## config.mk

```make
export PLATFORM = sky130hd
export DESIGN_NAME = render_config
export DESIGN_NICKNAME = d
export VERILOG_FILES = /design/src/common/render_pkg.sv /design/src/hdl/render_config.sv
export SDC_FILE = /design/constraint.sdc
export NUM_CORES = 1
export LEC_CHECK = 0
export BUFFER_PORTS_ARGS = -buffer_cell sky130_fd_sc_hd__buf_2
export CORE_MARGIN = 2
export CORE_UTILIZATION = 36
export DETAILED_ROUTE_END_ITERATION = 8
export PLACE_DENSITY = 0.69
export SKIP_LAST_GASP = 1
export SYNTH_ARGS = -nofsm -noshare
export SYNTH_HDL_FRONTEND = slang
export SYNTH_SLANG_ARGS = --single-unit
```

## constraint.sdc

```tcl
create_clock -name clk_render -period 0.8 [get_ports clk_render]
set_clock_uncertainty 0.1 [all_clocks]
set_input_delay 0.08 -clock clk_render [delete_from_list [all_inputs] [get_ports clk_render]]
set_output_delay 0.08 -clock clk_render [all_outputs]
set_load 0.02 [all_outputs]
```

## src/common/render_pkg.sv

```systemverilog
`default_nettype none

package render_pkg;

    // ------------------------------
    // Framebuffer geometry
    // ------------------------------
    localparam int FB_WIDTH  = 32;
    localparam int FB_HEIGHT = 16;
    localparam int FB_PIXELS = FB_WIDTH * FB_HEIGHT;
    localparam int FB_ADDR_W = $clog2(FB_PIXELS);
    localparam int FB_X_W    = $clog2(FB_WIDTH);
    localparam int FB_Y_W    = FB_ADDR_W - FB_X_W;
    localparam int COORD_W   = 8;

    // Pixel entry to framebuffer write strobe
    localparam int DEPTH_LATENCY = 2;

    // ------------------------------
    // Pixel types
    // ------------------------------
    typedef struct packed {
        logic [3:0] r;
        logic [3:0] g;
        logic [3:0] b;
    } color12_t;

    // Smaller is nearer
    typedef logic [15:0] depth_t;

    localparam depth_t DEPTH_FAR = 16'hFFFF;

    typedef struct packed {
        logic [COORD_W-1:0] x;
        logic [COORD_W-1:0] y;
        depth_t             depth;
        color12_t           color;
        logic               compare_depth;
    } pixel_t;

    typedef struct packed {
        logic [COORD_W-1:0] x;
        logic [COORD_W-1:0] y;
        color12_t           color;
    } fb_write_t;

    // ------------------------------
    // Control encodings
    // ------------------------------
    typedef enum logic [1:0] {
        CFG_NOP          = 2'd0,
        CFG_CLEAR_COLOR  = 2'd1,
        CFG_DEPTH_ENABLE = 2'd2
    } cfg_op_t;

    typedef enum logic [1:0] {
        CLR_IDLE  = 2'd0,
        CLR_SWEEP = 2'd1,
        CLR_DRAIN = 2'd2
    } clear_state_t;

endpackage

`default_nettype wire
```

## src/hdl/render_config.sv

```systemverilog
`default_nettype none

module render_config
    import render_pkg::*;
(
    input  wire logic    clk_render,
    input  wire logic    rst_render,

    // Software write strobe
    input  wire logic    cfg_write,
    input  wire cfg_op_t cfg_op,
    input  wire logic [11:0] cfg_data,

    output color12_t     clear_color,
    output logic         depth_enable
);

    // Depth test is on out of reset, clear colour is black
    always_ff @(posedge clk_render or posedge rst_render) begin
        if (rst_render) begin
            clear_color  <= '0;
            depth_enable <= 1'b1;
        end else if (cfg_write) begin
            case (cfg_op)
                CFG_CLEAR_COLOR: begin
                    clear_color <= color12_t'(cfg_data);
                end
                CFG_DEPTH_ENABLE: begin
                    depth_enable <= cfg_data[0];
                end
                default: begin
                    // NOP and unused codes leave both registers alone
                end
            endcase
        end
    end

endmodule

`default_nettype wire

```

# == After elaboration in Yosys (flattened, before gate mapping) ==
# Index checks and enable logic that the tools add are counted.
# word_totals
output_inout_bits,13
ff_bits,13
wordCells,8
memories,0
mem_bits_rw,0
romBits,0
input_bits,17
latchBits,0
# classes
n_bitwise,0
reduce_logical,2
muxes,0
div,0
add_sub_neg,0
magnitude_cmp,0
n_eq_ne,2
n_shift,0
n_mul,0
# ops
cell,count
2-bit AND reduction,2
"2-bit by 1-bit == test with 1-bit output, second input constant",1
"2-bit == test, second input constant",1

# == Logic depth before layout (Yosys ltp) ==
# depth
depth_word,2
ltp_mapped,3
ltp_nobuf,2

# == Worst setup path before layout ==
# OpenSTA, ideal clock, no wires.
# synth_timing
kind,register to register
from,reg clear_color[10] (netlist name)
to,reg clear_color[10] in the netlist's numbering
slack_ps,-127
setup_time_ps,125
n_path_buf,0
required_time_ps,575
t_arrival_ps,703
period_less_slack_ps,927
stages_incl_launch_ff,2
path_cell_list,dfrtp_1 -> mux2_2
# synth_rtl
item,line,rtl
end signal: assignment,render_config.sv:26,clear_color <= color12_t'(cfg_data);
end: declaration,render_config.sv:14,"output color12_t clear_color,"

# == Final worst setup path ==
# layout_timing
from,reg depth_enable
to,out depth_enable
# layout_rtl
item,line,rtl
start: declaration,render_config.sv:15,output logic depth_enable
start signal: assignment,render_config.sv:29,depth_enable <= cfg_data[0];
# No word-level cell between the ends.

==> impl_results.md <==
* Slowest-stage cell, CP: dfstp_2
* Max-Cap Viols at 0
* Starting DRT DRC Count at 6
* Hold Path Class: in -> async
* Core area at about 0.0015 mm2
* Synth area leaders: dfrtp_1 (54%), mux2_4 (27%), mux2_2 (6.1%)
* Cell Chain, Critical Path: buf_6
* Share of layout cells above drive strength 1 at a little over nine tenths
* H-tree Lvls at 1
* CP delay by family, top: flip-flops
* Status: complete, but fails checks
* Max Freq at 0.894 GHz
* Type of origin of the critical path: flop
* Total gr overflow at 0
* Netlist cell types at 8
* Fin area at roughly 960 um2
* Max FO, Critical Path at 2
* DRT Wirelength at 1.16 mm
* Worst skew pair latency at 0.27 ns
* CTS max path bufs at 2
* Mapped Nets at 47
* Met3 wire length at 81 um
* CP Data Arrival Time at 0.94 ns
* Synth Cell Area at 553 um2
* Residual DRC at 0
* Fin crit period at 1.12 ns
* Die area at 0.00187 mm2
* All-layer global routing usage at between 10% and 20%
* Max VDD drop at 1.03 mV
* Crit path kind: reg -> out
* # hold bufs at CTS at 1
* Max_slew headroom at 81.7%
* Final hold viol count at 26
* Chip width at 43.2 um
* Synth Instances at 30
* Number of vias per cell at ~4.4
* Slew Viols, Final at 0
* Site Rows at 14
* Worst Tran Pin Value at 0.274 ns
* FF+latch count, synth at 13
* Uppermost layer routed: met3
* Gpl congestion at about 0.66
* DRT Pass-1 Iters at 3
* Initial Utilization at 37.6%
* Worst Path Required at 0.62 ns
* DR vias at 390
* Clock sinks at 13
* Wire length per cell at ~13 um
* Seq/Total Area, Yosys at 59.0%
* Pin count of the biggest net entering global routing at 13
* Initial antenna violation count at 0
* Die Height at 43.2 um
* Final Cycle Share at 140%
* Num ports at 30
* P_leak at between 0.0005 and 0.0006 uW
* Final ANT Viol Nets at 0
* Number of fill cells at 109
* CTS buffer count at 3
* Pwr per Cell Area at 2320 mW/mm2
* CTS tree: yes
* CTS root buffer: clkbuf_4
* Yosys warns at 0
* WHS at -0.376 ns
* Top-area cell type share of the netlist area at 54.3%
* Failing checks: negative hold slack, negative setup slack
* Global-route wire length before repair at 1.96 mm
* Final setup vio count at 26
* Port Buffers at 29
* Nets at 91
* Vias in the first global route at 407
* Synth area leader: dfrtp_1
* Met2 Wirelength at 569 um
* Max incr delay on CP at 0.55 ns
* Worst-path clk slew at 0.08 ns
* Antenna cell count at 0
* RSZ-0062 raised after global routing: yes
* Placed Area at 748 um2
* Layout area overhead at 73.1%
* Setup WS post-layout at -0.319 ns
* Wire length on met1 at 506 um
* Crit end category: primary output
* CP bufs+invs at 1
* Syn_area_per_cell at 18.4 um2
==> report_power, final <==
part | leakage [uW] | internal (uW) | switching (uW)
sequential | 0.000140 | 811 | 111
combinational | 0.000349 | 588 | 311
clock | 0.0000150 | 193 | 208
==> placed cells by master, fill, tap and decap left out, drive strengths merged <==
| cell | count |
|---|---|
| nand3b | 2 |
| clkbuf | 4 |
| mux2 | 13 |
| buf | 40 |
| inv | 1 |
| dfrtp | 12 |
| dfstp | 1 |
==> timing repair <==
item,in CTS,in global routing
pin swaps,0,0
hold endpoints to repair,26,26
buffers inserted,8,1
setup endpoints to repair,26,33
gates resized for setup,34,1
==> per-layer routing <==
| metal | up-vias | global-route usage [%] |
|---|---|---|
| li1 | 188 | - |
| met1 | 183 | 19.8 |
| met2 | 19 | 22.4 |
| met3 | 0 | 4.26 |
| met4 | 0 | 5.45 |
| met5 | - | 0 |
==> path summary, 6_finish.rpt <==
check | startpoint | end | slack (ns) | cells after the start
worst min register to register | clear_color[3] | clear_color[3] | 0.44 | 1
worst max register to register | clear_color[8] | clear_color[8] | -0.20 | 2
max in group asynchronous | rst_render | clear_color[4] | 0.57 | 3
worst max-delay path | depth_enable | depth_enable | -0.32 | 1
worst min-delay path | rst_render | clear_color[1] | -0.38 | 2
min in group clk_render | cfg_data[3] | clear_color[3] | -0.06 | 2
==> cell families after synthesis <==
family        count (synthesis)  synth area share (%)
buf+inv                       2                  2.71
mux                          13                  33.3
simple gates                  2                  4.98
flops                        13                  59.1
==> area by class of cell <==
cell class / instances / area [um2] / area share (%)
clock buffer: 4 / 26.3 / 2.75
inverter: 1 / 3.75 / 0.392
tap: 16 / 20.0 / 2.09
sequential: 13 / 342 / 35.7
multi-input combinational: 15 / 223 / 23.3
timing repair buffer: 40 / 343 / 35.8
==> registers in the layout, indices dropped and copies added (netlist names) <==
| signal | cells |
|---|---|
| clear_color | 12 |
| depth_enable | 1 |
==> synth_stat cells, drive strengths merged <==
| cell type | count |
|---|---|
| mux2 | 13 |
| dfrtp | 12 |
| nand3b | 2 |
| buf | 1 |
| dfstp | 1 |
| inv | 1 |
==> stage by stage <==
stage | total power, uW | util (%) | cells | setup slack (ns) | setup TNS (ns)
after floorplan | 1260 | - | 30 | -0.112 | -1.42
after global placement | 1450 | 50.9 | 76 | -0.252 | -3.12
after detailed placement | 1460 | 50.9 | 76 | -0.284 | -3.39
after CTS | 2210 | 65.0 | 89 | -0.322 | -4.91
after global routing | 2350 | 65.1 | 89 | -0.357 | -5.48
final | 2220 | 65.1 | 89 | -0.319 | -4.73
(Power assumes the default switching activity.)
