==> config.mk <==
export PLATFORM = sky130hd
export DESIGN_NAME = frame_clear
export DESIGN_NICKNAME = d
export VERILOG_FILES = /design/src/common/render_pkg.sv /design/src/render_manager/frame_clear.sv
export SDC_FILE = /design/constraint.sdc
export NUM_CORES = 1
export LEC_CHECK = 0
export ABC_CLOCK_PERIOD_IN_PS = 1900
export BUFFER_PORTS_ARGS = -buffer_cell sky130_fd_sc_hd__buf_2
export CAP_MARGIN = 0
export CORE_MARGIN = 3
export CORE_UTILIZATION = 44
export CTS_CLUSTER_SIZE = 25
export DETAILED_ROUTE_END_ITERATION = 6
export PLACE_DENSITY = 0.79
export SYNTH_ARGS = -nofsm -noshare
export SYNTH_HDL_FRONTEND = slang
export SYNTH_SLANG_ARGS = --single-unit
==> constraint.sdc <==
create_clock -name clk_render -period 1.9 [get_ports clk_render]
set_input_delay 0.095 -clock clk_render [delete_from_list [all_inputs] [get_ports clk_render]]
set_output_delay 0.095 -clock clk_render [all_outputs]
set_load 0.02 [all_outputs]
==> src/common/render_pkg.sv <==
`default_nettype none

package render_pkg;

    // ------------------------------
    // Framebuffer geometry
    // ------------------------------
    localparam int FB_WIDTH  = 32;
    localparam int FB_HEIGHT = 16;
    localparam int FB_PIXELS = FB_WIDTH * FB_HEIGHT;
    localparam int FB_ADDR_W = $clog2(FB_PIXELS);
    localparam int FB_X_W    = $clog2(FB_WIDTH);
    localparam int FB_Y_W    = FB_ADDR_W - FB_X_W;
    localparam int COORD_W   = 8;

    // Pixel entry to framebuffer write strobe
    localparam int DEPTH_LATENCY = 2;

    // ------------------------------
    // Pixel types
    // ------------------------------
    typedef struct packed {
        logic [3:0] r;
        logic [3:0] g;
        logic [3:0] b;
    } color12_t;

    // Smaller is nearer
    typedef logic [15:0] depth_t;

    localparam depth_t DEPTH_FAR = 16'hFFFF;

    typedef struct packed {
        logic [COORD_W-1:0] x;
        logic [COORD_W-1:0] y;
        depth_t             depth;
        color12_t           color;
        logic               compare_depth;
    } pixel_t;

    typedef struct packed {
        logic [COORD_W-1:0] x;
        logic [COORD_W-1:0] y;
        color12_t           color;
    } fb_write_t;

    // ------------------------------
    // Control encodings
    // ------------------------------
    typedef enum logic [1:0] {
        CFG_NOP          = 2'd0,
        CFG_CLEAR_COLOR  = 2'd1,
        CFG_DEPTH_ENABLE = 2'd2
    } cfg_op_t;

    typedef enum logic [1:0] {
        CLR_IDLE  = 2'd0,
        CLR_SWEEP = 2'd1,
        CLR_DRAIN = 2'd2
    } clear_state_t;

endpackage

`default_nettype wire
==> src/render_manager/frame_clear.sv <==
`default_nettype none

module frame_clear
    import render_pkg::*;
(
    input  wire logic     clk_render,
    input  wire logic     rst_render,

    input  wire logic     begin_frame,
    input  wire color12_t clear_color,

    // Shaded pixel stream from upstream
    input  wire logic     pix_in_valid,
    input  wire pixel_t   pix_in,

    // Stream towards the depth test
    output logic          pix_valid,
    output pixel_t        pix,
    output logic          busy
);

    localparam logic [FB_ADDR_W-1:0] LAST_ADDR = FB_ADDR_W'(FB_PIXELS - 1);
    localparam logic [1:0]           LAST_DRAIN = 2'(DEPTH_LATENCY - 1);

    clear_state_t         state;
    logic [FB_ADDR_W-1:0] clr_addr;
    logic [1:0]           drain_cnt;
    pixel_t               clr_pix;

    assign busy = (state != CLR_IDLE);

    // Raster order, x in the low address bits
    always_comb begin
        clr_pix               = '0;
        clr_pix.x             = COORD_W'(clr_addr[FB_X_W-1:0]);
        clr_pix.y             = COORD_W'(clr_addr[FB_ADDR_W-1:FB_X_W]);
        clr_pix.depth         = DEPTH_FAR;
        clr_pix.color         = clear_color;
        clr_pix.compare_depth = 1'b0;
    end

    // ------------------------------
    // Clear sequencer
    // ------------------------------
    always_ff @(posedge clk_render or posedge rst_render) begin
        if (rst_render) begin
            state     <= CLR_IDLE;
            clr_addr  <= '0;
            drain_cnt <= '0;
        end else begin
            case (state)
                CLR_IDLE: begin
                    if (begin_frame) begin
                        state    <= CLR_SWEEP;
                        clr_addr <= '0;
                    end
                end
                CLR_SWEEP: begin
                    clr_addr <= clr_addr + 1'b1;
                    if (clr_addr == LAST_ADDR) begin
                        state     <= CLR_DRAIN;
                        drain_cnt <= '0;
                    end
                end
                CLR_DRAIN: begin
                    drain_cnt <= drain_cnt + 1'b1;
                    if (drain_cnt == LAST_DRAIN) begin
                        state <= CLR_IDLE;
                    end
                end
                default: state <= CLR_IDLE;
            endcase
        end
    end

    // Input is only taken while idle and not starting a frame
    always_ff @(posedge clk_render or posedge rst_render) begin
        if (rst_render) begin
            pix_valid <= 1'b0;
        end else begin
            pix_valid <= (state == CLR_SWEEP) ||
                         ((state == CLR_IDLE) && pix_in_valid && !begin_frame);
        end
    end

    always_ff @(posedge clk_render) begin
        pix <= (state == CLR_SWEEP) ? clr_pix : pix_in;
    end

endmodule

`default_nettype wire

* After elaboration in Yosys (flattened, before gate mapping)
Cells that the tools add are included.
Cells by class: $add $sub $neg 2, multiply operators 0, divide/modulo/power cells 0, order comparisons 0, eq/ne operators 7, shifts and indexed selects 0, mux-type cells 9, bitwise operators 0, reductions and logical operators 11
Operators with widths (number):
- 42-bit two-way mux | 1
- 9-bit one-hot mux with 2 select lines | 1
- 9-bit by 1-bit adder with 9-bit output, second input constant | 1
- 9-bit equality test, second input constant | 1
- 9-bit two-way mux | 1
- 2-bit two-way mux | 4
- 2-bit inequality test, second input constant | 3
- 2-bit one-hot mux with 3 select lines | 1
- 2-bit nonzero test | 3
- 2-bit by 1-bit equality test with 1-bit output, second input constant | 2
- 2-bit one-hot mux with 2 select lines | 1
- 2-bit AND reduction | 2
- 3-bit AND reduction | 1
- 2-bit by 1-bit adder with 2-bit output, second input constant | 1
- 2-bit equality test, second input constant | 1
- 1-bit logical AND | 2
- 2-bit logical NOT | 1
- 1-bit logical NOT | 1
- 1-bit logical OR | 1
Word-level totals: flip-flop bits (word level) 59, latch bits 0, memory bits (writable) 0, ROM bits 0, input port bits 61, output and inout port bits 47, memories kept 0

* Longest topological paths before layout
Gate-level depths: netlist (run 1).
depth after elaboration 4, gate-level depth with buffers 8, mapped depth without buffers 8

* Least setup slack after synthesis (run 1)
Ideal clock, no wire load.
path kind register to register, start point reg clr_addr[0], end point reg clr_addr[8], library setup time 0.121 ns, data arrival time 1.407 ns, required time 1.779 ns, path slack 0.372 ns, cell stages (with the launch flop) 7, clock period less this slack 1.528 ns, cell sequence dfrtp_1 > ha_1 > nand2_1 > or2_1 > nor2_1 > ha_1 > a22o_1
Between the ends: cells in the longest elaborated chain, start to end 2
RTL lines:
- from (decl) | line frame_clear.sv:26 | logic [FB_ADDR_W-1:0] clr_addr;
- from (signal assigned) | line frame_clear.sv:59 | clr_addr <= clr_addr + 1'b1;
- 9-bit by 1-bit adder with 9-bit output | line frame_clear.sv:59
- 9-bit one-hot mux with 2 select lines | line frame_clear.sv:51 | case (state)
No other way between the ends. A chain may end at the register's enable or synchronous reset.

* Worst setup path in the final report (run 1)
start point reg clr_addr[1], end point reg drain_cnt[0]
Between the ends: cells in the longest elaborated chain, start to end 3
RTL lines:
- 9-bit equality test | line frame_clear.sv:60 | if (clr_addr == LAST_ADDR) begin
- 2-bit inequality test (no source line)
- 2-bit AND reduction (no source line)
- to (signal assigned) | line frame_clear.sv:66 | drain_cnt <= drain_cnt + 1'b1;
- to (decl) | line frame_clear.sv:27 | logic [1:0] drain_cnt;
No other way between the ends.

==> results.ini, run 1 <==
[outcome]
outcome=finished, final reports clean

[critical_path]
criticalPathCategory=register to register
required_ns=2.12
path_cells=ha_1 > nand2_1 > or2_1 > nor2_1 > ha_1 > nand2_1 > a21oi_1 > nor2_1
cp-end-kind=register
r2r_cells=8
crit_family=simple AND/OR/NAND/NOR gates
path_depth=8
worstPathArrival_ns=1.91
critPathLaunchType=register
r2r_end=drain_cnt[0]$_DFFE_PP0P_
reg2reg_slack_ns=0.21
crit_buf_inv=0
crit_fanout=5
slowest_stage=dfrtp_1
critPathMaxStageDelay_ns=0.43
reg2reg_from=clr_addr[1]$_DFFE_PP0P_

[power_and_ir_drop]
ir_drop_v=0.0006215
power_density_nw_per_um2=792.1
leakage_nw=1.698
power.total_mw=2.740

[synth]
synth_area_um2=2084
synth_common_cells=nand2_1 (74), dfxtp_1 (45), nand2b_1 (18)
ys_seq_elements=59
synth.most_common_cell=nand2_1
syn_avg_cell_area_um2=9.926
synth_top_area_frac=0.4322
synth_edf_count=0
synthFlopType=dfxtp_1
yosysTopAreaCell=dfxtp_1
ys_warn_count=0
synth.area.top_cells=dfxtp_1 (43%), dfrtp_1 (17%), nand2_1 (13%)
syn_inst=210
syn_nets=274
synth.distinct_cells=32
yosysSeqAreaShare=0.6002
ys_async_sr_fraction=0.2373

[detailed_routing]
num_vias=2054
ant_nets=0
drt_wl_total_um=5938
wire_per_inst_um=13.62
vias_per_cell=4.711
route.detailed.drc=0
drt_pass1_iterations=4
drt_iter0_markers=124

[sta]
finalCritPeriodShare=0.8903
report.final.slew_viol_count=0
finalCriticalPeriod_ns=1.692
final_hold_viol_count=0
setup_viol=0
fin_ws_ns=0.2084
worst_pin_slew_ns=0.5465
fin_tns_setup_ns=0
relSlewSlack=0.6353
clock_skew_ns=0.007250
timing.fmax_ghz=0.5912
rsz0062_at_grt=no

[floorplan]
dieArea_um2=5600
ios=108
rows=24
fp.dieW_um=74.83
start_util=0.4659
coreArea_um2=4474
die_h_um=74.83

[worst_hold_path]
hp-class=input port to register
hold_start=pix_in_valid
whs_path_depth=3
holdPathEnd=pix_valid$_DFF_PP0_

[placement]
place.gp.congestion=0.7792
dpl_worst_slack_ns=0.2514
port_buffers=107
dpl.hpwl_um=3225

[global_route]
grt_max_degree=36
grt_pass1_vias=2129
track_usage=0.2283
antenna_found_initial=0
grt_pass1_wl_um=9556
overflow=0

[clocking]
root_buffer=clkbuf_8
cts-resized-gates=0
clkSlewWorstSetupHoldPaths_ns=0.07
htreeDepth=3
cts_buffer_depth=2
cts_tree=built
clock-sinks=59
clkLatencyLatePin_ns=0.33
cts-buffers-inserted=9

[final_layout]
nNetsFinal=443
regArea_um2=1251
drive_gt1_frac=0.3542
diodes=0
area_growth_pct=65.97
nFillCells=285
multiInputGateArea_um2=758.2

[flow_run]
cap_violations=0

-- routing by layer --
metal | GRT usage | routed length, um | vias up
met1 | 0.2597 | 2323 | 939
met4 | 0.09684 | 154 | 0
met5 | 0 | 0 | -
li1 | - | - | 1002
met2 | 0.3781 | 2968 | 98
met3 | 0.09346 | 492 | 15
-- timing repair --
item	CTS	global route
hold endpoints to repair	59	0
setup buffers	0	0
setup endpoints to repair	0	0
hold buffers	58	0
-- cell usage in the layout (no fill, tap or decap), drive strengths merged --
cell | synthesis | routed
dfrtp | 14 | 14
or3b | 1 | 1
clkbuf | 2 | 13
dlygate4sd3 | 0 | 58
mux2i | 3 | 3
nand2b | 19 | 19
and2 | 8 | 8
a22o | 4 | 4
o41ai | 1 | 1
o211a | 1 | 1
ha | 3 | 3
o311ai | 2 | 2
mux2 | 1 | 1
nor2 | 5 | 5
nor2b | 1 | 1
bufinv | 0 | 1
o21bai | 1 | 1
nand2 | 74 | 74
dfxtp | 45 | 45
nor4 | 1 | 1
o211ai | 1 | 1
nand4 | 1 | 1
clkinv | 0 | 2
o21ai | 3 | 3
inv | 4 | 4
or2 | 2 | 2
a21oi | 3 | 3
nand3 | 2 | 2
buf | 8 | 110
-- per-stage QoR --
stage	hold slack (ns)	area [um2]	instances	util
after floorplan	-0.01578	2085	210	-
after global placement	0.1568	2648	362	0.5917
after detailed placement	0.1737	2648	362	0.5917
after CTS	0.01741	3460	436	0.7732
after global routing	0.02314	3460	436	0.7732
final	0.01163	3460	436	0.7732
-- power breakdown --
| group | switching (mW) | leakage (nW) | internal, mW |
|---|---|---|---|
| logic | 0.0716 | 1.04 | 0.139 |
| clock network | 0.475 | 0.120 | 0.797 |
| registers | 0.00332 | 0.534 | 1.25 |
| total | 0.549 | 1.70 | 2.19 |
-- worst max path at each step --
| stage | slack, ns | from | endpoint |
|---|---|---|---|
| 2_1_floorplan | 0.37 | clr_addr[0]$_DFFE_PP0P_ | clr_addr[8]$_DFFE_PP0P_ |
| 3_3_place_gp | 0.28 | clr_addr[0]$_DFFE_PP0P_ | drain_cnt[0]$_DFFE_PP0P_ |
| 3_5_place_dp | 0.25 | clr_addr[0]$_DFFE_PP0P_ | drain_cnt[0]$_DFFE_PP0P_ |
| 4_1_cts | 0.22 | clr_addr[1]$_DFFE_PP0P_ | drain_cnt[0]$_DFFE_PP0P_ |
| 5_1_grt | 0.04 | clr_addr[0]$_DFFE_PP0P_ | drain_cnt[0]$_DFFE_PP0P_ |
| 6_report | 0.21 | clr_addr[1]$_DFFE_PP0P_ | drain_cnt[0]$_DFFE_PP0P_ |
-- layout make-up --
cell class / instances / area share
clock buffers: 13 / 0.05533
clock inverters: 3 / 0.01157
inverters: 4 / 0.004340
multi-input cells: 137 / 0.2192
flip-flops and latches: 59 / 0.3617
well taps: 52 / 0.01881
repair buffers: 168 / 0.3291
-- state kept, by name, summed over array words and instances, names as in the netlist --
name       cells
state          2
pix           45
pix_valid      1
clr_addr       9
drain_cnt      2
-- cells by family after synthesis --
kind of cell | Yosys count | share of synthesized area
muxes | 4 | 0.01981
adders and majority gates | 3 | 0.01801
buffers and inverters | 14 | 0.03721
and+or+nand+nor | 114 | 0.2575
AOI/OAI and AO/OA | 16 | 0.06723
DFF | 59 | 0.6002
-- worst register-to-register path, stage by stage (launching register included) --
cell and delay (ns):
dfrtp_1 0.43, ha_1 0.24, nand2_1 0.08, or2_1 0.24, nor2_1 0.11, ha_1 0.19, nand2_1 0.06, a21oi_1 0.16
nor2_1 0.06
(Power assumes the default switching activity.)
==> run 2, diff against run 1 <==
--- a/config.mk
+++ b/config.mk
@@ -8,7 +8,6 @@
 export ABC_CLOCK_PERIOD_IN_PS = 1900
 export BUFFER_PORTS_ARGS = -buffer_cell sky130_fd_sc_hd__buf_2
 export CAP_MARGIN = 0
-export CORE_MARGIN = 3
 export CORE_UTILIZATION = 44
 export CTS_CLUSTER_SIZE = 25
 export DETAILED_ROUTE_END_ITERATION = 6
==> constraint.sdc (replaced) <==
create_clock -name clk_render -period 1.9 [get_ports clk_render]
set_input_delay 0 -clock clk_render [delete_from_list [all_inputs] [get_ports clk_render]]
set_output_delay 0 -clock clk_render [all_outputs]
set_load 0.02 [all_outputs]
==> results.ini, run 2 (synthesis results as in run 1) <==
[final_layout]
nFillCells=281  ; -1.4%
largestRegisters=pix: 45 flops, clr_addr: 9 flops
top_register=pix
regArea_um2=1251  ; unchanged
largest_register_ffs=45  ; unchanged
multiInputGateArea_um2=758.2  ; unchanged
layout_commonest_cell=buf_2
drive_gt1_frac=0.3488  ; -0.005329
nNetsFinal=446  ; +0.68%
mostFrequentLayoutCells=buf_2 (107), nand2_1 (74), dlygate4sd3_1 (60)
area_growth_pct=64.47
diodes=0  ; unchanged

[sta]
relSlewSlack=0.6261  ; -0.009183
fin_tns_setup_ns=0  ; unchanged
worst_pin_slew_ns=0.5602  ; +0.01376 ns
clock_skew_ns=0.006892  ; -0.0003580 ns
timing.fmax_ghz=0.5831  ; -1.4%
rsz0062_at_grt=no
finalCriticalPeriod_ns=1.715  ; +0.02329 ns
final_hold_viol_count=0  ; unchanged
report.final.slew_viol_count=0  ; unchanged
setup_viol=0  ; unchanged
finalCritPeriodShare=0.9026  ; +0.01226
fin_ws_ns=0.1851  ; -0.02329 ns

[critical_path]
reg2reg_from=clr_addr[0]$_DFFE_PP0P_
crit_fanout=6  ; +1
r2r_cells=8  ; unchanged
worstPathArrival_ns=1.95  ; +0.04 ns
criticalPathCategory=register to register
critPathLaunchType=register
required_ns=2.13  ; about the same
slowest_stage=dfrtp_1
cp-end-kind=register
critPathMaxStageDelay_ns=0.43  ; about the same
startpoint=clr_addr[0]$_DFFE_PP0P_
path_cells=ha_1 > nand2_1 > or2_1 > nor2_1 > ha_1 > nand2_1 > a21oi_1 > nor2_1

[clocking]
clkLatencyLatePin_ns=0.34  ; about the same
root_buffer=clkbuf_8
clock-sinks=59  ; unchanged
cts_tree=built
clkSlewWorstSetupHoldPaths_ns=0.06  ; about the same
cts-buffers-inserted=9  ; unchanged
cts_buffer_depth=2  ; unchanged
htreeDepth=3  ; unchanged

[worst_hold_path]
hp-class=input port to register
whs_path_depth=3  ; unchanged
hold_start=begin_frame

[detailed_routing]
drt_wl_total_um=5977  ; +0.66%
drt_iter0_markers=97  ; -22%
drt_pass1_iterations=7  ; +3
route.detailed.drc=22  ; +22
vias_per_cell=4.768  ; +1.2%
num_vias=2093  ; +1.9%
wire_per_inst_um=13.62  ; about the same
ant_nets=0  ; unchanged

[floorplan]
start_util=0.4690  ; +0.003148
fp.dieW_um=70.83  ; -5.3%
ios=108  ; unchanged
dieArea_um2=5017  ; -10%
coreArea_um2=4444  ; -0.67%
die_h_um=70.83  ; -5.3%
rows=24  ; unchanged

[placement]
port_buffers=107  ; unchanged
dpl_worst_slack_ns=0.2159  ; -0.03547 ns
dpl.hpwl_um=3085  ; -4.4%
place.gp.congestion=0.8124  ; +4.3%

[power_and_ir_drop]
power.total_mw=2.476  ; -9.7%
leakage_nw=1.686  ; -0.74%
power_density_nw_per_um2=722.2  ; -8.8%
ir_drop_v=0.0005451  ; -12%

[global_route]
track_usage=0.2512  ; +0.02295
overflow=0  ; unchanged
antenna_found_initial=0  ; unchanged
grt_max_degree=20  ; -44%
grt_pass1_vias=2043  ; -4.0%
grt_pass1_wl_um=9218  ; -3.5%

[flow_run]
cap_violations=0  ; unchanged

[outcome]
violations=DRC
outcome=finished with violations

## run 2: changes by cell type in the layout (fill, tap and decap cells not counted)
cell / previous run / this run
buf_4: 3 / 4
bufinv_16: 1 / 0
clkbuf_1: 1 / 3
clkbuf_16: 2 / 0
clkbuf_8: 10 / 11
dlygate4sd3_1: 58 / 60
## run 2: layer usage
metal / up-vias / global-route usage / part of all wire
met3: 13 / 0.1225 / 0.088
met2: 100 / 0.4455 / 0.51
met4: 0 / 0.1044 / 0.022
met1: 971 / 0.2507 / 0.38
li1: 1009 / - / -
met5: - / 0 / 0
## run 2: path summary, 6_finish.rpt
| check | end | slack, ns |
|---|---|---|
| worst max-delay path | drain_cnt[0]$_DFFE_PP0P_ | 0.19 |
| worst min-delay path | state[0]$_DFFE_PP0P_ | 0.15 |
| worst max register to register | drain_cnt[0]$_DFFE_PP0P_ | 0.19 |
| worst min register to register | clr_addr[7]$_DFFE_PP0P_ | 0.51 |
| max in group asynchronous | clr_addr[3]$_DFFE_PP0P_ | 1.27 |
| min in group asynchronous | state[1]$_DFFE_PP0P_ | 0.25 |
## run 2: report_power, final
part	total [mW]	leakage (nW)	switching (mW)	internal, mW
clock	1.00	0.0905	0.461	0.541
combinational	0.215	1.06	0.0745	0.141
sequential	1.26	0.534	0.00341	1.26
total	2.48	1.69	0.539	1.94
## run 2: stage by stage
| step | utilization | hold WS [ns] | cell area [um2] | instances |
|---|---|---|---|---|
| 5_1_grt | 0.7714 | 0.1535 | 3428 | 439 |
| 2_1_floorplan | - | -0.1108 | 2085 | 210 |
| 3_3_place_gp | 0.5974 | 0.07009 | 2655 | 363 |
| 4_1_cts | 0.7714 | 0.1467 | 3428 | 439 |
| 3_5_place_dp | 0.5974 | 0.07686 | 2655 | 363 |
| 6_report | 0.7714 | 0.1537 | 3428 | 439 |
## run 2: cell type report
| type | instances | area share |
|---|---|---|
| Clock buffer | 14 | 0.04745 |
| Clock inverter | 2 | 0.002920 |
| Sequential cell | 59 | 0.3650 |
| Timing Repair Buffer | 171 | 0.3401 |
| Tap cell | 52 | 0.01898 |
| Multi-Input combinational cell | 137 | 0.2212 |
| Inverter | 4 | 0.004380 |
## run 2: repair_timing
action | 4_1_cts | 5_1_grt
endpoints found under the hold margin | 60 | 0
endpoints found under the setup margin | 0 | 0
gates resized for setup | 0 | 0
hold buffers | 60 | 0
setup buffers | 0 | 0
## run 2: worst max-delay path, delay by kind of cell (launching register included)
kind	cells	cell delay [ns]
simple gates	5	0.58
compound gates	1	0.16
fa+ha+maj	2	0.44
flops	1	0.43
